### config.mk
export PLATFORM = sky130hd
export DESIGN_NAME = mask_beat_sequencer
export DESIGN_NICKNAME = d
export VERILOG_FILES = /design/src/rtl/vmask_pkg.sv /design/src/rtl/mask_beat_sequencer.sv
export SDC_FILE = /design/constraint.sdc
export NUM_CORES = 1
export LEC_CHECK = 0
export BUFFER_PORTS_ARGS = -buffer_cell sky130_fd_sc_hd__clkbuf_2
export CORE_MARGIN = 1.5
export CORE_UTILIZATION = 49
export CTS_CLUSTER_SIZE = 16
export DETAILED_ROUTE_END_ITERATION = 16
export PLACE_DENSITY = 0.87
export SLEW_MARGIN = 20
export SYNTH_ARGS = -nofsm -noshare
export SYNTH_HDL_FRONTEND = slang
export SYNTH_SLANG_ARGS = --single-unit
### constraint.sdc
create_clock -name clk -period 4.6 [get_ports clk]
set_clock_uncertainty 0.1 [all_clocks]
set_input_delay 0.23 -clock clk [delete_from_list [all_inputs] [get_ports clk]]
set_output_delay 0.23 -clock clk [all_outputs]
set_load 0.05 [all_outputs]
### src/rtl/vmask_pkg.sv
package vmask_pkg;

    localparam int BEAT_W     = 64;
    localparam int BEATS      = 8;
    localparam int VLEN       = 512;
    localparam int NUM_REGS   = 8;
    localparam int BEAT_SHIFT = 6;

    typedef logic [BEAT_W-1:0]            mask_beat_t;
    typedef logic [$clog2(BEATS)-1:0]     beat_idx_t;
    typedef logic [$clog2(NUM_REGS)-1:0]  reg_idx_t;
    typedef logic [$clog2(VLEN):0]        vl_t;       // 0 to VLEN inclusive.
    typedef logic [$clog2(VLEN)-1:0]      elem_idx_t;
    typedef logic [$clog2(VLEN):0]        popc_t;
    typedef logic [31:0]                  tag_t;
    typedef logic [63:0]                  result_t;

    typedef enum logic {
        OP_POPC  = 1'b0,
        OP_FIRST = 1'b1
    } mask_op_e;

    typedef enum logic {
        SEQ_IDLE  = 1'b0,
        SEQ_ISSUE = 1'b1
    } seq_state_e;

endpackage

### src/rtl/mask_beat_sequencer.sv
`timescale 1ns/100ps

module mask_beat_sequencer (
    input  logic                  clk,
    input  logic                  rst,
    input  logic                  cmd_valid,
    input  vmask_pkg::reg_idx_t   cmd_reg,
    input  vmask_pkg::vl_t        cmd_vl,
    input  vmask_pkg::mask_op_e   cmd_op,
    input  vmask_pkg::tag_t       cmd_tag,
    output logic                  busy,
    output vmask_pkg::reg_idx_t   rd_reg,
    output vmask_pkg::beat_idx_t  rd_beat,
    output logic                  beat_valid,
    output vmask_pkg::beat_idx_t  beat_idx,
    output vmask_pkg::mask_beat_t beat_keep,
    output logic                  beat_last,
    output vmask_pkg::mask_op_e   beat_op,
    output vmask_pkg::tag_t       beat_tag
);

    vmask_pkg::seq_state_e state;
    vmask_pkg::beat_idx_t  cnt;

    vmask_pkg::reg_idx_t   job_reg;
    vmask_pkg::vl_t        job_vl;
    vmask_pkg::mask_op_e   job_op;
    vmask_pkg::tag_t       job_tag;
    vmask_pkg::beat_idx_t  job_last;

    vmask_pkg::vl_t        vl_round;
    vmask_pkg::beat_idx_t  cmd_last;
    vmask_pkg::vl_t        beat_base;
    vmask_pkg::mask_beat_t keep;

    logic                  iss_valid;
    logic                  iss_last;
    vmask_pkg::mask_beat_t iss_keep;
    vmask_pkg::mask_op_e   iss_op;
    vmask_pkg::tag_t       iss_tag;

    assign busy = (state == vmask_pkg::SEQ_ISSUE);

    // Number of beats minus one, at least one beat even for vl of zero.
    always_comb begin
        vl_round = cmd_vl + vmask_pkg::vl_t'(vmask_pkg::BEAT_W - 1);
        if (cmd_vl == '0) begin
            cmd_last = '0;
        end else begin
            cmd_last = vmask_pkg::beat_idx_t'((vl_round >> vmask_pkg::BEAT_SHIFT) - 1'b1);
        end
    end

    always_comb begin
        beat_base = vmask_pkg::vl_t'(cnt) << vmask_pkg::BEAT_SHIFT;
        if (job_vl >= beat_base + vmask_pkg::vl_t'(vmask_pkg::BEAT_W)) begin
            keep = '1;
        end else if (job_vl > beat_base) begin
            keep = ~(vmask_pkg::mask_beat_t'('1) << job_vl[vmask_pkg::BEAT_SHIFT-1:0]);
        end else begin
            keep = '0; // Only reached for vl of zero.
        end
    end

    always_ff @(posedge clk) begin
        if (rst) begin
            state      <= vmask_pkg::SEQ_IDLE;
            cnt        <= '0;
            rd_reg     <= '0;
            rd_beat    <= '0;
            iss_valid  <= 1'b0;
            beat_valid <= 1'b0;
        end else begin
            iss_valid  <= busy;
            beat_valid <= iss_valid;
            case (state)
                vmask_pkg::SEQ_IDLE: begin
                    if (cmd_valid) begin
                        state <= vmask_pkg::SEQ_ISSUE;
                        cnt   <= '0;
                    end
                end
                vmask_pkg::SEQ_ISSUE: begin
                    rd_reg  <= job_reg;
                    rd_beat <= cnt;
                    cnt     <= cnt + 1'b1;
                    if (cnt == job_last) state <= vmask_pkg::SEQ_IDLE;
                end
                default: state <= vmask_pkg::SEQ_IDLE;
            endcase
        end
    end

    always_ff @(posedge clk) begin
        if (!busy && cmd_valid) begin
            job_reg  <= cmd_reg;
            job_vl   <= cmd_vl;
            job_op   <= cmd_op;
            job_tag  <= cmd_tag;
            job_last <= cmd_last;
        end
        if (busy) begin
            iss_keep <= keep;
            iss_last <= (cnt == job_last);
            iss_op   <= job_op;
            iss_tag  <= job_tag;
        end
        // Delayed one cycle to meet rd_data.
        beat_idx  <= rd_beat;
        beat_keep <= iss_keep;
        beat_last <= iss_last;
        beat_op   <= iss_op;
        beat_tag  <= iss_tag;
    end

endmodule

==> impl_metrics.ini <==
[floorplan]
start_util = 0.4987
io-pin-count = 158
core_um2 = 16520
die_y_um = 132.7
die-area_um2 = 17600
fp.dieW_um = 132.7
rows = 47

[finish]
antenna_cells = 0
fin_area_um2 = 10470
drive_gt1_frac = 0.3356
area_delta_synth_final_pct = 27.03
nFillCells = 1183
final_nets = 770
largestRegisters = beat_keep: 64 flops, iss_keep: 64 flops

[global_route]
met2_usage = 0.3051
grt_pass1_vias = 4663
grt_pass1_wl_um = 23890
antenna_found_initial = 0
grt-busiest-layer = met2
grt_max_degree = 78
gr-total-overflow = 0
grt.met1_usage = 0.2069
use_met3 = 0.04406
grt_usage = 0.1722

[run_status]
status = finished clean

[drt]
post_drt_wl_per_cell_um = 16.03
ant_nets = 0
drt_iter0_markers = 301
dr.pass1.iters = 4
vias_per_cell = 4.911
drt_wl_total_um = 15230
route.detailed.drc = 0
vias = 4665

[synth]
synth-warning-count = 0
syn_inst = 503
ys_seq_area_frac = 0.8102
synth_most_common_cell = edfxtp_1
synth_cell_types = 42
syn-cell-area_um2 = 8240
synth_enable_flop_cells = 147
dominantRegCellSynth = edfxtp_1
syn_area_per_cell_um2 = 16.38
ys_top_cells_by_count = 147 x edfxtp_1, 113 x dfxtp_1, 33 x o21ai_2
synth.area.top_cells = edfxtp_1 54%, dfxtp_1 27%, o21ai_2 3.5%
yosys.area.top_type = edfxtp_1
synth_top_area_share = 0.5357
synth_nets = 561
ys_ff_latch = 260
synth-async-reset-ratio = 0

[clock_network]
root_buffer = clkbuf_16
clk_pin_slew_worst_paths_ns = 0.06
cts_buffers = 25
post-cts-setup-buffers = 0
cts_sinks = 260
ctsHtreeMaxLevel = 1
cts_tree = built
cts_buffer_depth = 3
clk-insertion-delay-late_ns = 0.50

[place]
hpwl_um = 9218
gp_congestion = 0.8392
dp_worst_setup_slack_ns = 1.829
place_area_um2 = 9189
numPortBuffers = 157

[worst_setup_path]
crit_arrival_ns = 2.87
crit_path_end_kind = flip-flop
required_ns = 4.70
critPathLaunchType = flip-flop
critPathKind = reg -> reg
crit_path_max_fanout = 64

[flow_run]
maxCapViolations = 0

[hold_path]
hold_class = reg -> reg

[sta]
fmax_ghz = 0.3608
slew_viol_final = 0
period_share = 0.6025
setup_viol = 0
relSlewSlack = 0.3240
fin_crit_ns = 2.771
final.setup.tns_ns = 0
rsz0062_at_grt = false
hold_ws_ns = 0.2380
fin_ws_ns = 1.829
hold_viol_final = 0
worst_slew_pin_slew_ns = 1.014

[power_and_ir_drop]
leakage_uw = 0.004005
power.density_nw_per_um2 = 489.2
ir_worst_vdd_uv = 355.5
-- final cells by class --
type | count | area [µm²] | area share
repair buffers | 210 | 1304 | 0.1246
multi-input cells | 206 | 1379 | 0.1317
clock buffers | 35 | 693.2 | 0.06622
flip-flops and latches | 260 | 6680 | 0.6382
inverters | 9 | 33.78 | 0.003227
well taps | 220 | 275.3 | 0.02630
clock inverters | 10 | 102.6 | 0.009802
-- through the flow --
step / utilization / cells / power (µW)
floorplan: - / 503 / 3050
global placement: 0.5556 / 857 / 3156
detailed placement: 0.5561 / 857 / 3170
CTS: 0.6333 / 950 / 5152
global route: 0.6335 / 950 / 5286
finish: 0.6335 / 950 / 5121
-- cells by family (layout without fill, tap and decap cells) --
logic type / after synthesis / count (layout) / synth area share
flip-flops: 260 / 260 / 0.8102
buffers and inverters: 37 / 264 / 0.02460
AND/OR/NAND/NOR: 83 / 83 / 0.05330
multiplexers: 6 / 6 / 0.007288
XOR/XNOR: 6 / 6 / 0.006377
adder cells (fa/ha/maj): 9 / 9 / 0.01367
AO/OA/AOI/OAI: 102 / 102 / 0.08457
-- routing by layer --
metal  share of wire  up-vias
met1            0.40     2224
met4           0.024        0
met5               0        -
met3           0.065       32
met2            0.51      157
li1                -     2252
-- worst paths after layout --
kind,from,slack [ns],endpoint,cells past startpoint
worst min-delay path,iss_tag[20],0.24,beat_tag[20],0
worst max register to register,cnt[0],1.83,iss_keep[5],8
worst min register to register,iss_tag[20],0.24,beat_tag[20],0
worst max-delay path,cnt[0],1.83,iss_keep[5],8
-- placed cells by master (no fill, tap or decap), types with 3 or more instances in the layout --
cell type	synthesis	final
a21oi_1	19	19
a31oi_1	5	5
buf_4	1	5
clkbuf_1	13	7
clkbuf_16	0	25
clkbuf_2	1	157
clkbuf_8	0	3
clkinv_2	0	4
dfxtp_1	113	112
dlygate4sd3_1	0	48
edfxtp_1	147	147
ha_1	9	9
inv_1	9	9
mux2i_1	6	6
nand2_1	11	11
nand2b_1	3	3
nand3_1	5	5
nor2_1	27	26
nor2b_1	9	8
nor3_1	12	12
o211ai_1	9	9
o21ai_0	14	14
o21ai_1	12	12
o21ai_2	33	32
o221ai_1	3	3
or2_2	5	5
xor2_1	5	5
-- timing repair --
action / 4_1_cts / 5_1_grt
endpoints found under the hold margin: 58 / 0
endpoints found under the setup margin: 0 / 0
hold buffers: 48 / 0
resized for setup: 0 / 0
-- report_power, final --
group / total, µW / switching, µW / internal (µW) / leakage (µW)
Sequential: 2690 / 76.5 / 2610 / 0.00229
Combinational: 463 / 333 / 130 / 0.00132
Clock: 1970 / 805 / 1160 / 0.000394
-- critical path: stages (launching register included) --
cell and delay [ns]:
dfxtp_1 0.43, ha_1 0.24, xnor2_1 0.14, ha_1 0.26, o21ai_0 0.15, a21oi_1 0.09, nor3_4 0.16, buf_4 0.62
o221ai_1 0.26
No activity file was read; power rests on OpenSTA's default activity.
