<file path="config.mk">
export PLATFORM = sky130hd
export DESIGN_NAME = mask_reduce
export DESIGN_NICKNAME = d
export VERILOG_FILES = /design/src/rtl/vmask_pkg.sv /design/src/rtl/mask_first_bit.sv /design/src/rtl/mask_pop_count.sv /design/src/rtl/mask_reduce.sv
export SDC_FILE = /design/constraint.sdc
export NUM_CORES = 1
export LEC_CHECK = 0
export BUFFER_PORTS_ARGS = -buffer_cell sky130_fd_sc_hd__buf_2
export CORE_MARGIN = 2
export CORE_UTILIZATION = 40
export DETAILED_ROUTE_END_ITERATION = 10
export PLACE_DENSITY = 0.62
export SETUP_SLACK_MARGIN = 0.15
export SLEW_MARGIN = 25
export SYNTH_ARGS = -nofsm -noshare
export SYNTH_HDL_FRONTEND = slang
export SYNTH_SLANG_ARGS = --single-unit
export TNS_END_PERCENT = 20
</file>
<file path="constraint.sdc">
create_clock -name clk -period 10.19 [get_ports clk]
set_input_delay 0.5095 -clock clk [delete_from_list [all_inputs] [get_ports clk]]
set_output_delay 0.5095 -clock clk [all_outputs]
set_load 0.01 [all_outputs]
</file>
<file path="src/rtl/vmask_pkg.sv">
package vmask_pkg;

    localparam int BEAT_W     = 64;
    localparam int BEATS      = 8;
    localparam int VLEN       = 512;
    localparam int NUM_REGS   = 8;
    localparam int BEAT_SHIFT = 6;

    typedef logic [BEAT_W-1:0]            mask_beat_t;
    typedef logic [$clog2(BEATS)-1:0]     beat_idx_t;
    typedef logic [$clog2(NUM_REGS)-1:0]  reg_idx_t;
    typedef logic [$clog2(VLEN):0]        vl_t;       // 0 to VLEN inclusive.
    typedef logic [$clog2(VLEN)-1:0]      elem_idx_t;
    typedef logic [$clog2(VLEN):0]        popc_t;
    typedef logic [31:0]                  tag_t;
    typedef logic [63:0]                  result_t;

    typedef enum logic {
        OP_POPC  = 1'b0,
        OP_FIRST = 1'b1
    } mask_op_e;

    typedef enum logic {
        SEQ_IDLE  = 1'b0,
        SEQ_ISSUE = 1'b1
    } seq_state_e;

endpackage

</file>
<file path="src/rtl/mask_first_bit.sv">
`timescale 1ns/100ps

module mask_first_bit (
    input  logic                  clk,
    input  logic                  rst,
    input  logic                  in_valid,
    input  vmask_pkg::mask_beat_t in_beat,
    input  vmask_pkg::beat_idx_t  in_beat_idx,
    output vmask_pkg::elem_idx_t  out_idx,
    output logic                  out_found
);

    logic [vmask_pkg::BEAT_SHIFT-1:0] bit_pos;
    logic                             any_set;
    vmask_pkg::elem_idx_t             elem_idx;

    // Scan from the top so the lowest set bit is the one that sticks.
    always_comb begin
        bit_pos = '0;
        for (int i = vmask_pkg::BEAT_W - 1; i >= 0; i--) begin
            if (in_beat[i]) begin
                bit_pos = i[vmask_pkg::BEAT_SHIFT-1:0];
            end
        end
    end

    assign any_set  = |in_beat;

    always_comb begin
        elem_idx = vmask_pkg::elem_idx_t'(in_beat_idx) << vmask_pkg::BEAT_SHIFT;
        elem_idx = elem_idx | vmask_pkg::elem_idx_t'(bit_pos);
    end

    always_ff @(posedge clk) begin
        if (rst) begin
            out_found <= 1'b0;
        end else begin
            out_found <= in_valid & any_set;
        end
    end

    always_ff @(posedge clk) begin
        out_idx <= elem_idx; // Only meaningful with out_found.
    end

endmodule

</file>
<file path="src/rtl/mask_pop_count.sv">
`timescale 1ns/100ps

module mask_pop_count (
    input  logic                          clk,
    input  logic                          rst,
    input  logic                          in_valid,
    input  vmask_pkg::mask_beat_t         in_beat,
    output logic [vmask_pkg::BEAT_SHIFT:0] out_count
);

    localparam int W = vmask_pkg::BEAT_W;

    logic [1:0] lvl1 [W/2];
    logic [2:0] lvl2 [W/4];
    logic [3:0] lvl3 [W/8];
    logic [4:0] lvl4 [W/16];
    logic [5:0] lvl5 [W/32];
    logic [vmask_pkg::BEAT_SHIFT:0] sum;

    // Pairwise adder tree, each level one bit wider.
    always_comb begin
        for (int i = 0; i < W/2; i++) begin
            lvl1[i] = {1'b0, in_beat[2*i]} + {1'b0, in_beat[2*i+1]};
        end
        for (int i = 0; i < W/4; i++) begin
            lvl2[i] = {1'b0, lvl1[2*i]} + {1'b0, lvl1[2*i+1]};
        end
        for (int i = 0; i < W/8; i++) begin
            lvl3[i] = {1'b0, lvl2[2*i]} + {1'b0, lvl2[2*i+1]};
        end
        for (int i = 0; i < W/16; i++) begin
            lvl4[i] = {1'b0, lvl3[2*i]} + {1'b0, lvl3[2*i+1]};
        end
        for (int i = 0; i < W/32; i++) begin
            lvl5[i] = {1'b0, lvl4[2*i]} + {1'b0, lvl4[2*i+1]};
        end
        sum = {1'b0, lvl5[0]} + {1'b0, lvl5[1]};
    end

    always_ff @(posedge clk) begin
        if (rst) begin
            out_count <= '0;
        end else begin
            out_count <= in_valid ? sum : '0;
        end
    end

endmodule

</file>
<file path="src/rtl/mask_reduce.sv">
`timescale 1ns/100ps

module mask_reduce (
    input  logic                  clk,
    input  logic                  rst,
    input  logic                  beat_valid,
    input  vmask_pkg::mask_beat_t beat_data,
    input  vmask_pkg::mask_beat_t beat_keep,
    input  vmask_pkg::beat_idx_t  beat_idx,
    input  logic                  beat_last,
    input  vmask_pkg::mask_op_e   beat_op,
    input  vmask_pkg::tag_t       beat_tag,
    output logic                  result_valid,
    output vmask_pkg::result_t    result,
    output vmask_pkg::tag_t       result_tag
);

    // s0 registers.
    logic                  s0_valid;
    vmask_pkg::mask_beat_t s0_data;
    vmask_pkg::beat_idx_t  s0_idx;
    logic                  s0_last;
    vmask_pkg::mask_op_e   s0_op;
    vmask_pkg::tag_t       s0_tag;

    // s1 outputs and side band.
    vmask_pkg::elem_idx_t             s1_idx;
    logic                             s1_found;
    logic [vmask_pkg::BEAT_SHIFT:0]   s1_count;
    logic                             s1_last;
    vmask_pkg::mask_op_e              s1_op;
    vmask_pkg::tag_t                  s1_tag;

    // s2 accumulators.
    logic                  s2_last;
    vmask_pkg::mask_op_e   s2_op;
    vmask_pkg::tag_t       s2_tag;
    logic                  acc_found;
    vmask_pkg::elem_idx_t  acc_idx;
    vmask_pkg::popc_t      acc_cnt;

    logic                  prev_found;
    vmask_pkg::popc_t      prev_cnt;

    always_ff @(posedge clk) begin
        if (rst) begin
            s0_valid <= 1'b0;
            s0_last  <= 1'b0;
            s0_data  <= '0;
        end else begin
            s0_valid <= beat_valid;
            s0_last  <= beat_valid & beat_last;
            s0_data  <= beat_valid ? (beat_data & beat_keep) : '0;
        end
    end

    always_ff @(posedge clk) begin
        s0_idx <= beat_idx;
        s0_op  <= beat_op;
        s0_tag <= beat_tag;
    end

    mask_first_bit u_first_bit (
        .clk         (clk),
        .rst         (rst),
        .in_valid    (s0_valid),
        .in_beat     (s0_data),
        .in_beat_idx (s0_idx),
        .out_idx     (s1_idx),
        .out_found   (s1_found)
    );

    mask_pop_count u_pop_count (
        .clk       (clk),
        .rst       (rst),
        .in_valid  (s0_valid),
        .in_beat   (s0_data),
        .out_count (s1_count)
    );

    always_ff @(posedge clk) begin
        s1_op  <= s0_op;
        s1_tag <= s0_tag;
        s2_op  <= s1_op;
        s2_tag <= s1_tag;
    end

    // Start fresh when the job in s2 just ended.
    assign prev_found = s2_last ? 1'b0 : acc_found;
    assign prev_cnt   = s2_last ? '0 : acc_cnt;

    always_ff @(posedge clk) begin
        if (rst) begin
            s1_last   <= 1'b0;
            s2_last   <= 1'b0;
            acc_found <= 1'b0;
            acc_idx   <= '0;
            acc_cnt   <= '0;
        end else begin
            s1_last   <= s0_last;
            s2_last   <= s1_last;
            acc_found <= prev_found | s1_found;
            acc_cnt   <= prev_cnt + vmask_pkg::popc_t'(s1_count);
            if (!prev_found && s1_found) begin
                acc_idx <= s1_idx; // Beats come in order, first hit wins.
            end
        end
    end

    always_ff @(posedge clk) begin
        if (rst) begin
            result_valid <= 1'b0;
        end else begin
            result_valid <= s2_last;
        end
    end

    always_ff @(posedge clk) begin
        if (s2_last) begin
            result_tag <= s2_tag;
            if (s2_op == vmask_pkg::OP_POPC) begin
                result <= vmask_pkg::result_t'(acc_cnt);
            end else if (acc_found) begin
                result <= vmask_pkg::result_t'(acc_idx);
            end else begin
                result <= '1; // No bit set below vl.
            end
        end
    end

endmodule

</file>
==> results by group, run 1 <==
Pwr
  • Clock share of power: 39.7%
  • LEAKAGE: 0.00556 uW
  • IR drop worst, VDD: 0.000127 V
  • Reg power frac: 47.0%
  • Psw: 548 uW
  • Logic pwr share: between 10% and 20%
  • PwrDens: around 190 mW/mm2
  • Pint: 1750 uW
  • Switching share of total power: 23.9%

Detailed routing
  • Routed Antenna Nets: 0
  • Via count: ~6.3k
  • Routed len/inst: 13.9 um
  • Vias per cell: 4.51
  • 1st-iter DRT viols: 232
  • Final wirelength: 19300 um
  • First-pass DRT Iterations: 4
  • Drt drc: 0

Synthesis
  • Asr flop ratio synth: 0%
  • Most used DFF post-synth: dfxtp_1
  • Post-synthesis simple-gate area fraction: 12.0%
  • Fraction of synthesized cell area in xor and xnor cells: 0.365%
  • Count leader, synth: dfxtp_1
  • Seq/Total Area, Yosys: a little under three fifths
  • Post-synth EDFFs: 43
  • Synth warn: 0
  • Post-synth cell types: between 50 and 60
  • Share of the synthesized area in the top cell type: 43.3%
  • Seq cells post-synth: about 250
  • Net Count, Synth: 1070
  • Post-synthesis instance area: 0.00961 mm2
  • Synthesized netlist cell count: 824
  • Synth Area in Adders: ~14%
  • Top cell type by total area after synthesis: dfxtp_1
  • Syn_area_per_cell: 11.7 um2
  • Top post-synthesis cells by count: dfxtp_1, inv_1, and3_1
  • Synth area leaders: dfxtp_1, edfxtp_1, fa_1
  • Largest family of logic cells by synthesized area: adder cells
  • Multiplexer share of the synthesized area: approximately 1.0%
  • Compound-Gate Fraction of Synth Area: 6.33%

Clock network
  • Post-CTS Resized: 0
  • Post-CTS Setup Repair Bufs: 0
  • Num CTS Buffers: 24
  • Clk buf depth: 3
  • CTS sink cnt: 251
  • Hold-fix buffers at CTS: 0
  • Clk root buf: clkbuf_16
  • CTS tree: yes
  • CTS H-tree lvls: 1
  • Clock slew seen by the registers of the worst setup and hold paths: 70 ps
  • Clk Latency, worst-skew pair: 520 ps

Layout
  • Share of cells above drive strength 1: 29.7%
  • Area delta synth->final: 22.6%
  • Final Cell Area: between 0.01 and 0.015 mm2
  • Nets: approximately 1.3k

Worst setup path
  • CP Capture Point: u_pop_count.out_count[6]$_SDFF_PP0_
  • Required @ worst endpoint: 10620 ps
  • Cell breakdown of the critical path: inv_1, fa_1, fa_1, inv_1, fa_1, inv_1, fa_1, inv_1, fa_1, inv_1, fa_1, fa_1, fa_1, inv_1, ha_1, inv_1, fa_1, nor2b_1, o21ai_0, a21oi_1, o21ai_0, a21oi_1
  • Crit path from: s0_data[59]$_SDFF_PP0_
  • R2R depth: 22
  • CP max stage cell: fa_1
  • Crit start category: flip-flop
  • RR Endpoint: u_pop_count.out_count[6]$_SDFF_PP0_
  • R2r setup slk: 4080 ps
  • Arrival time worst endpoint: 6550 ps
  • CP max FO: 5
  • CP peak stage delay: around 520 ps
  • Setup CP Type: flip-flop to flip-flop
  • R2r startpoint: s0_data[59]$_SDFF_PP0_
  • Most used cell, CP: fa_1
  • CP endpoint kind: flip-flop

Die
  • # IOs: 265
  • Row count: between 50 and 60
  • Die W: 159 um
  • Total core area: ~0.024 mm2
  • Die area: 0.0253 mm2
  • Chip height: 159 um
  • Initial Utilization: 40.8%

STA
  • RSZ-0062 raised after global routing: false
  • F_max: 164 MHz
  • Final hold violation count: 0
  • Setup_tns: 0 ps
  • Pins Over Slew Limit: 0
  • Slew headroom: 55.6%
  • Setup violators final: 0
  • Period utilization: 60.0%
  • Final Skew: 14.6 ps
  • Min Clock Period, post-route: 6110 ps
  • Worst Max-Slew Pin Slew: 659 ps

Global route
  • Initial antenna violation count: 1
  • GR Util met1: 18.3%
  • Largest net degree at the start of global routing: 67
  • GR met2 Demand/Resource: 26.7%
  • GR Util met3: ~3.5%
  • Busiest grt layer: met2
  • First-pass GRT wire length: 30800 um
  • GR Util All Layers: 15.1%
  • Vias in the first global route: about 6.2k
  • Grt ovf: 0

Run
  • Max cap viols: 0

Placement
  • Port Buf Inserts: between 200 and 300
  • Final HPWL DP: 15100 um
  • GPL Wtd Cong: 0.885
  • Placed cell areas: between 0.01 and 0.015 mm2

Outcome
  • Outcome: complete, no violations

Worst hold path
  • Class of the worst hold path: primary input to flip-flop
power groups by stage:
stage	logic (uW)	registers, uW	clock network [uW]
CTS	308	1080	937
global route	359	1080	976
finish	305	1080	911
detailed placement	306	1100	0
global placement	296	1100	0
floorplan	218	1090	0
state kept, by name (all words and copies together) (netlist names), 9 cells and up:
name                 flops
acc_idx                  9
s1_tag                  32
acc_cnt                 10
s2_tag                  32
s0_data                 64
u_first_bit.out_idx      9
s0_tag                  32
result_tag              32
result                  11
layout make-up:
type                            instances  area [um2]
Fill cell                            2178       11800
Sequential cell                       251        5460
Multi-Input combinational cell        397        3300
Timing Repair Buffer                  267        1370
Clock buffer                           33         717
Inverter                              108         405
Tap cell                              319         399
Clock inverter                         11         124
Antenna cell                            1        2.50
worst min-delay path by stage:
stage                       start            endpoint  slack (ps)  depth (start not counted)
2_1_floorplan       s0_op$_DFF_P_       s1_op$_DFF_P_         310                          0
6_report              beat_tag[5]   s0_tag[5]$_DFF_P_          90                          1
4_1_cts              beat_tag[12]  s0_tag[12]$_DFF_P_          60                          1
3_3_place_gp    s1_tag[0]$_DFF_P_   s2_tag[0]$_DFF_P_         310                          0
5_1_grt              beat_tag[12]  s0_tag[12]$_DFF_P_          60                          1
3_5_place_dp   s1_tag[13]$_DFF_P_  s2_tag[13]$_DFF_P_         310                          0
layer usage:
metal	part of all wire [%]	wire length, um
met5	0	0
met4	2.1	399
met3	6.8	1320
met2	49	9400
met1	42	8200
cell usage in the layout, fill, tap and decap left out, types with 2 or more instances in the layout:
cell,count
a211oi_1,5
clkbuf_16,26
a31oi_1,4
clkbuf_8,4
buf_2,264
nand2_1,15
or3_1,4
and3_1,66
nor4_2,3
nor2b_1,11
clkbuf_1,3
nor2_1,48
dfxtp_1,207
nand4_1,4
o21ai_1,6
mux2i_1,10
o31ai_1,2
o2111ai_1,4
xnor2_1,3
clkinv_2,5
a21oi_1,15
o31a_1,3
nand3_1,6
edfxtp_1,43
o311ai_1,3
o21ai_0,35
nor3_1,15
or4_1,3
a21o_1,5
fa_1,55
nor4_1,19
nand2b_1,7
bufinv_16,2
inv_1,108
ha_1,23
critical path, delay by kind of cell (launching register included):
kind	cells	cell delay, ps
AO/OA/AOI/OAI	4	570
adder cells (fa/ha/maj)	10	4450
buffers and inverters	7	440
flip-flops	1	400
AND/OR/NAND/NOR	1	160
cells by family (layout without fill, tap and decap cells):
logic type | count (synthesis) | after routing
xor gates and xnor gates | 4 | 4
DFF | 251 | 251
AOI/OAI and AO/OA | 96 | 96
buffers and inverters | 176 | 419
muxes | 10 | 10
and+or+nand+nor | 209 | 209
other | 0 | 1
adders and majority gates | 78 | 78
stage by stage:
stage / hold WS, ps / cells / power, uW / setup WS, ps / util, %
floorplan: 310 / 824 / 1310 / 4450 / -
finish: 88.9 / 1387 / 2300 / 4080 / 50.0
CTS: 59.8 / 1384 / 2330 / 4080 / 49.8
global placement: 310 / 1340 / 1400 / 4260 / 46.2
detailed placement: 312 / 1340 / 1410 / 4110 / 46.2
global route: 61.9 / 1387 / 2420 / 3730 / 50.0
Note: power is estimated with default switching activity, not from simulation.
==> run 2: changes to the inputs <==
- ABC_AREA: unset -> 1
- PLACE_DENSITY: 0.62 -> 0.61
- clock period: 10.19 -> 5.75 ns (I/O delays scaled with it)
==> run 2 against run 1 <==
  * The run now ends with setup timing left
  * Wire length is 7.8% higher
  * Area after synthesis is 2.7% higher
  * Synthesized cell count is 18% higher
  * Clock-buffer cell count is 4 higher
  * Clock skew is 9.3 ps lower
  * Critical path depth is 2 lower
  * Sequential cell count stayed put
  * Cell area is 16% higher
==> results by group, run 2 <==
Outcome
  • Outcome: finished, violations left
  • Failing checks: setup timing

Global route
  • Largest net degree at the start of global routing: 66 (-1.5%)
  • GR Util All Layers: 16.2% (+1.1 points)
  • Grt ovf: 0 (unchanged)
  • First-pass GRT wire length: 33700 um (+9.6%)
  • Vias in the first global route: 7318 (+18%)
  • Initial antenna violation count: 0 (-1)

Detailed routing
  • M1 wire length: 8360 um (+1.9%)
  • Routed len/inst: 12.2 um (-12%)
  • DR WL met3: 1060 um (-20%)
  • Drt drc: 0 (unchanged)
  • Routed Antenna Nets: 0 (unchanged)
  • Vias per cell: 4.22 (-6.5%)
  • First-pass DRT Iterations: 4 (unchanged)
  • Metal2 WL: 11000 um (+17%)
  • Via count: 7190 (+15%)
  • Top Metal Used: met4
  • Final wirelength: 20800 um (+7.8%)
  • 1st-iter DRT viols: 242 (+4.3%)

Layout
  • Most frequent cells in the layout: buf_2, dfxtp_1, nand2_1
  • Nets: 1609 (+24%)
  • Final cell count without fillers: 1705 (+23%)
  • Fillers: 2067 (-5.1%)
  • Largest Register: s0_data
  • Max reg flops: 64 (unchanged)
  • Ant diodes: 0 (-1)
  • Share of cells above drive strength 1: 26.7% (-3.0 points)
  • Most common cell after layout, fill and taps aside: buf_2
  • Area delta synth->final: 38.9%

Synthesis
  • Count leader, synth: dfxtp_1
  • Post-synth cell types: 30 (-44%)
  • Most used DFF post-synth: dfxtp_1
  • Post-synth EDFFs: 43 (unchanged)
  • Net Count, Synth: 1220 (+14%)
  • Post-synthesis instance area: 0.00987 mm2 (+2.7%)
  • Syn_area_per_cell: 10.1 um2 (-13%)
  • Seq/Total Area, Yosys: 55.3% (-1.5 points)
  • Share of the synthesized area in the top cell type: 42.2% (-1.2 points)
  • Top post-synthesis cells by count: dfxtp_1, nand2_1, nor2_1
  • Seq cells post-synth: 251 (unchanged)
  • Asr flop ratio synth: 0% (unchanged)
  • Synth warn: 0 (unchanged)
  • Synthesized netlist cell count: 974 (+18%)
  • Top cell type by total area after synthesis: dfxtp_1
  • Synth area leaders: dfxtp_1, edfxtp_1, fa_1

Pwr
  • Switching share of total power: 24.5% (+0.61 points)
  • IR drop worst, VDD: 0.000156 V (+23%)
  • Pint: 3280 uW (+88%)
  • PwrDens: 317 mW/mm2 (+63%)
  • LEAKAGE: 0.00635 uW (+14%)
  • Final Power: 4350 uW (+89%)
  • Clock share of power: 38.1% (-1.6 points)
  • Reg power frac: 43.8% (-3.2 points)
  • Psw: 1070 uW (+94%)
  • Logic pwr share: 18.1% (+4.8 points)

Worst setup path
  • CP endpoint kind: flip-flop
  • Arrival time worst endpoint: 6260 ps (-290 ps)
  • Setup CP Type: flip-flop to flip-flop
  • Crit start category: flip-flop
  • CP max FO: 2 (-3)
  • Required @ worst endpoint: 6200 ps (-4420 ps)

Clock network
  • Clk root buf: clkbuf_16
  • Clock slew seen by the registers of the worst setup and hold paths: 60 ps (about the same)
  • Clk Latency, worst-skew pair: 530 ps (about the same)
  • CTS H-tree lvls: 1 (unchanged)
  • Clk buf depth: 3 (unchanged)
  • Num CTS Buffers: 26 (+8.3%)
  • CTS tree: yes
  • CTS sink cnt: 251 (unchanged)

STA
  • F_max: 172 MHz (+5.2%)
  • Min Clock Period, post-route: 5810 ps (-303 ps)
  • Worst Max-Slew Pin Slew: 791 ps (+132 ps)
  • Slew headroom: 47.0% (-8.6 points)
  • Final hold violation count: 0 (unchanged)
  • Hold slack: 20.4 ps (-68.5 ps)
  • Setup violators final: 3 (+3)
  • Period utilization: 101% (+41 points)
  • Final Worst Setup Slack: -60.5 ps (-4140 ps)
  • RSZ-0062 raised after global routing: true
  • Pins Over Slew Limit: 0 (unchanged)
  • Final Skew: 5.28 ps (-9.31 ps)

Placement
  • GPL Wtd Cong: 0.807 (-8.8%)
  • Final HPWL DP: 14400 um (-4.5%)
  • Port Buf Inserts: 264 (unchanged)
  • DP Cell Count: 1504 (+12%)

Run
  • Max cap viols: 0 (unchanged)

Die
  • Die area: 0.0260 mm2 (+2.7%)
  • Initial Utilization: 40.7% (-0.099 points)
  • Row count: 57 (+1.8%)
  • # IOs: 265 (unchanged)
  • Total core area: 0.0242 mm2 (+3.0%)
  • Chip height: 161 um (+1.3%)
  • Die W: 161 um (+1.3%)

Worst hold path
  • Class of the worst hold path: primary input to flip-flop
==> run 2: changes by cell type after synthesis, moves of 14 or more <==
cell      change
nor2_1      +110
inv_1        +14
and3_1       -66
nand2_1     +160
inv_2        +16
nor4_1       -16
bufinv_8     +18
==> run 2: cell type report <==
cell class              instances  area [um2]  share of cell area, %
multi-input cells             500        3220                   23.4
clock inverters                 9         131                  0.958
clock buffers                  37         732                   5.34
repair buffers                427        2930                   21.4
well taps                     324         405                   2.96
flip-flops and latches        251        5460                   39.8
inverters                     157         837                   6.10
==> run 2: cells by family (layout without fill, tap and decap cells) <==
group                    count (synthesis)  in the layout  synth area share [%]
AO/OA/AOI/OAI                           67             67                  3.74
XOR/XNOR                                 2              2                 0.177
buffers and inverters                  223            630                  13.0
flip-flops                             251            251                  55.3
AND/OR/NAND/NOR                        353            353                  13.8
adder cells (fa/ha/maj)                 78             78                  14.1
==> run 2: timing repair <==
action,CTS,global route
pin swaps,0,6
gates resized for setup,1,21
hold endpoints to repair,96,0
hold buffers,152,0
setup endpoints to repair,4,6
setup buffers,0,2
==> run 2: routing by layer <==
| layer | global-route usage (%) | vias to the layer above |
|---|---|---|
| met3 | 2.70 | 31 |
| met2 | 32.0 | 224 |
| li1 | - | 3676 |
| met1 | 17.6 | 3259 |
| met4 | 4.46 | 0 |
| met5 | 0 | - |
==> run 2: through the flow <==
stage	instance area [um2]	util (%)	setup TNS (ps)	setup WS (ps)
after floorplan	9880	-	0	153
after global placement	11200	46.3	0	35.3
after detailed placement	11200	46.3	-158	-82.1
after CTS	13600	56.1	-172	-89.7
after global routing	13700	56.6	-870	-256
final	13700	56.6	-83.1	-60.5
==> run 2: critical path: stages, from the launching register on <==
cell	delay [ps]
dfxtp_2	320
bufinv_8	170
fa_1	560
fa_2	460
fa_1	510
inv_1	50
fa_2	520
inv_2	40
fa_2	530
fa_2	450
fa_1	510
fa_1	410
inv_1	100
ha_4	140
inv_2	30
fa_2	360
o31ai_4	190
inv_1	70
nor2_2	100
o21ai_1	70
a21oi_1	130
==> run 2: power groups by stage <==
stage,registers (uW),logic [uW],clock network (uW)
2_1_floorplan,1940,432,0
3_3_place_gp,1940,580,0
3_5_place_dp,1940,607,0
4_1_cts,1910,691,1710
5_1_grt,1910,903,1770
6_report,1900,785,1660
==> run 2: path summary, 6_finish.rpt <==
| kind | startpoint | end | slack, ps | depth (start not counted) |
|---|---|---|---|---|
| setup / recovery | s0_data[35]$_SDFF_PP0_ | u_pop_count.out_count[6]$_SDFF_PP0_ | -60 | 20 |
| hold / removal | beat_data[52] | s0_data[52]$_SDFF_PP0_ | 20 | 3 |
| setup reg to reg | s0_data[35]$_SDFF_PP0_ | u_pop_count.out_count[6]$_SDFF_PP0_ | -60 | 20 |
| hold reg to reg | s1_tag[2]$_DFF_P_ | s2_tag[2]$_DFF_P_ | 320 | 0 |
==> run 3: changes to the inputs <==
- CORE_ASPECT_RATIO: unset -> 1.2
==> run 3 against run 2 <==
  * The flow still finishes with violations (setup timing)
  * Sequential power hardly changed
  * Core utilization is 0.64 points lower
  * Critical path depth stayed put
  * Wire length is 2.3% higher
  * Critical path type unchanged
==> results by group, run 3 (synthesis results as in run 2) <==
Layout
  • Fillers: 2090 (+1.1%)
  • Area delta synth->final: 38.9% (about the same)
  • Largest Register: s0_data
  • Max reg flops: 64 (unchanged)
  • Most frequent cells in the layout: buf_2, dfxtp_1, nand2_1
  • Most common cell after layout, fill and taps aside: buf_2
  • Ant diodes: 0 (unchanged)
  • Share of cells above drive strength 1: 26.6% (-0.11 points)
  • Nets: 1606 (-0.19%)
  • Finished Core Util: 55.9% (-0.64 points)

Global route
  • Grt ovf: 0 (unchanged)
  • Initial antenna violation count: 0 (unchanged)
  • Busiest grt layer: met2
  • Largest net degree at the start of global routing: 66 (unchanged)
  • First-pass GRT wire length: 33900 um (+0.53%)
  • GR Util met1: 16.1% (-1.5 points)
  • GR Util All Layers: 16.3% (+0.19 points)
  • Vias in the first global route: 7392 (+1.0%)
  • GR Util met3: 2.87% (+0.17 points)
  • GR met2 Demand/Resource: 33.7% (+1.8 points)

STA
  • Setup_tns: -43.5 ps (+39.6 ps)
  • Slew headroom: 47.2% (+0.13 points)
  • Pins Over Slew Limit: 0 (unchanged)
  • Setup violators final: 1 (-2)
  • Hold slack: 7.59 ps (-12.8 ps)
  • Final Skew: 20.9 ps (+15.7 ps)
  • RSZ-0062 raised after global routing: true
  • Period utilization: 101% (-0.30 points)
  • Worst Max-Slew Pin Slew: 790 ps (-1.96 ps)
  • F_max: 173 MHz (+0.29%)
  • Final Worst Setup Slack: -43.5 ps (+17.0 ps)
  • Final hold violation count: 0 (unchanged)
  • Min Clock Period, post-route: 5790 ps (-17.0 ps)

Detailed routing
  • Drt drc: 0 (unchanged)
  • 1st-iter DRT viols: 217 (-10%)
  • Final wirelength: 21300 um (+2.3%)
  • Via count: 7206 (+0.22%)
  • Vias per cell: 4.23 (+0.28%)
  • Routed len/inst: 12.5 um (+2.4%)
  • Routed Antenna Nets: 0 (unchanged)
  • First-pass DRT Iterations: 4 (unchanged)

Die
  • Die area: 0.0260 mm2 (about the same)
  • Initial Utilization: 40.3% (-0.44 points)
  • Total core area: 0.0245 mm2 (+1.1%)
  • Chip height: 176 um (+9.3%)
  • # IOs: 265 (unchanged)
  • Die W: 147 um (-8.5%)
  • Row count: 63 (+11%)

Clock network
  • CTS tree: yes
  • CTS sink cnt: 251 (unchanged)
  • CTS H-tree lvls: 1 (unchanged)
  • Clk Latency, worst-skew pair: 540 ps (about the same)
  • Clk root buf: clkbuf_16
  • Clock slew seen by the registers of the worst setup and hold paths: 60 ps (about the same)
  • Num CTS Buffers: 25 (-3.8%)
  • Clk buf depth: 3 (unchanged)

Worst setup path
  • R2r setup slk: -40 ps (+20 ps)
  • Arrival time worst endpoint: 6260 ps (about the same)
  • CP endpoint kind: flip-flop
  • Crit start category: flip-flop
  • CP max FO: 2 (unchanged)
  • Required @ worst endpoint: 6210 ps (about the same)
  • Setup CP Type: flip-flop to flip-flop

Run
  • Max cap viols: 0 (unchanged)

Pwr
  • Psw: 1100 uW (+3.6%)
  • Clock share of power: 39.4% (+1.3 points)
  • Pint: 3310 uW (+0.80%)
  • PwrDens: 322 mW/mm2 (+1.5%)
  • Logic pwr share: 17.4% (-0.7 points)
  • Final Power: 4410 uW (+1.5%)
  • LEAKAGE: 0.00637 uW (+0.31%)
  • IR drop worst, VDD: 0.000270 V (+73%)
  • Reg power frac: 43.2% (-0.6 points)
  • Switching share of total power: 25.0% (+0.50 points)

Outcome
  • Outcome: finished, violations left
  • Failing checks: setup timing

Placement
  • GPL Wtd Cong: 0.846 (+4.9%)
  • Final HPWL DP: 14400 um (+0.25%)
  • Setup Slack @ Placement: -84.3 ps (-2.16 ps)
  • Port Buf Inserts: 264 (unchanged)

Worst hold path
  • Class of the worst hold path: primary input to flip-flop
[run 3: layout make-up]
cell class | instances | area [um2] | share of cell area, %
sequential | 251 | 5460 | 39.8
multi-input combinational | 500 | 3190 | 23.3
timing repair buffer | 425 | 2910 | 21.2
inverter | 157 | 837 | 6.11
clock buffer | 29 | 692 | 5.05
tap | 325 | 407 | 2.97
clock inverter | 17 | 215 | 1.57
[run 3: worst paths after layout]
path                                        startpoint                                  end  cells past startpoint
worst min-delay path                        beat_valid                   s0_last$_SDFF_PP0_                      3
worst max register to register  s0_data[35]$_SDFF_PP0_  u_pop_count.out_count[6]$_SDFF_PP0_                     20
worst min register to register      s0_tag[20]$_DFF_P_                   s1_tag[20]$_DFF_P_                      0
worst max-delay path            s0_data[35]$_SDFF_PP0_  u_pop_count.out_count[6]$_SDFF_PP0_                     20
[run 3: power by group through the flow]
stage / combinational, uW / clock [uW] / sequential (uW)
final: 770 / 1740 / 1910
after global routing: 876 / 1850 / 1910
after CTS: 715 / 1780 / 1910
after detailed placement: 608 / 0 / 1950
after global placement: 580 / 0 / 1940
after floorplan: 432 / 0 / 1940
[run 3: repair_timing]
item | CTS | global route
hold buffers | 150 | 0
hold endpoints to repair | 94 | 0
endpoints found under the setup margin | 4 | 6
gates resized for setup | 3 | 8
gates cloned | 0 | 0
setup buffers | 1 | 0
pin swaps | 2 | 1
[run 3: worst max-delay path, stage by stage, from the launching register on]
cell	delay (ps)
dfxtp_2	320
bufinv_8	170
fa_1	560
fa_1	440
fa_1	520
inv_1	50
fa_1	470
inv_1	50
fa_1	520
fa_1	430
fa_1	510
fa_1	410
inv_1	70
ha_1	160
inv_1	60
fa_2	410
o31ai_4	220
inv_2	70
nor2_4	80
o21ai_0	70
a21oi_1	120
[run 3: per-layer routing]
layer	vias to the layer above	share of wire [%]
met4	0	2.7
met3	40	5.4
met2	219	55
li1	3672	-
met5	-	0
met1	3275	37
[run 3: through the flow]
stage | std cells | area [um2]
2_1_floorplan | 974 | 9880
3_3_place_gp | 1506 | 11200
3_5_place_dp | 1506 | 11200
4_1_cts | 1703 | 13700
5_1_grt | 1704 | 13700
6_report | 1704 | 13700
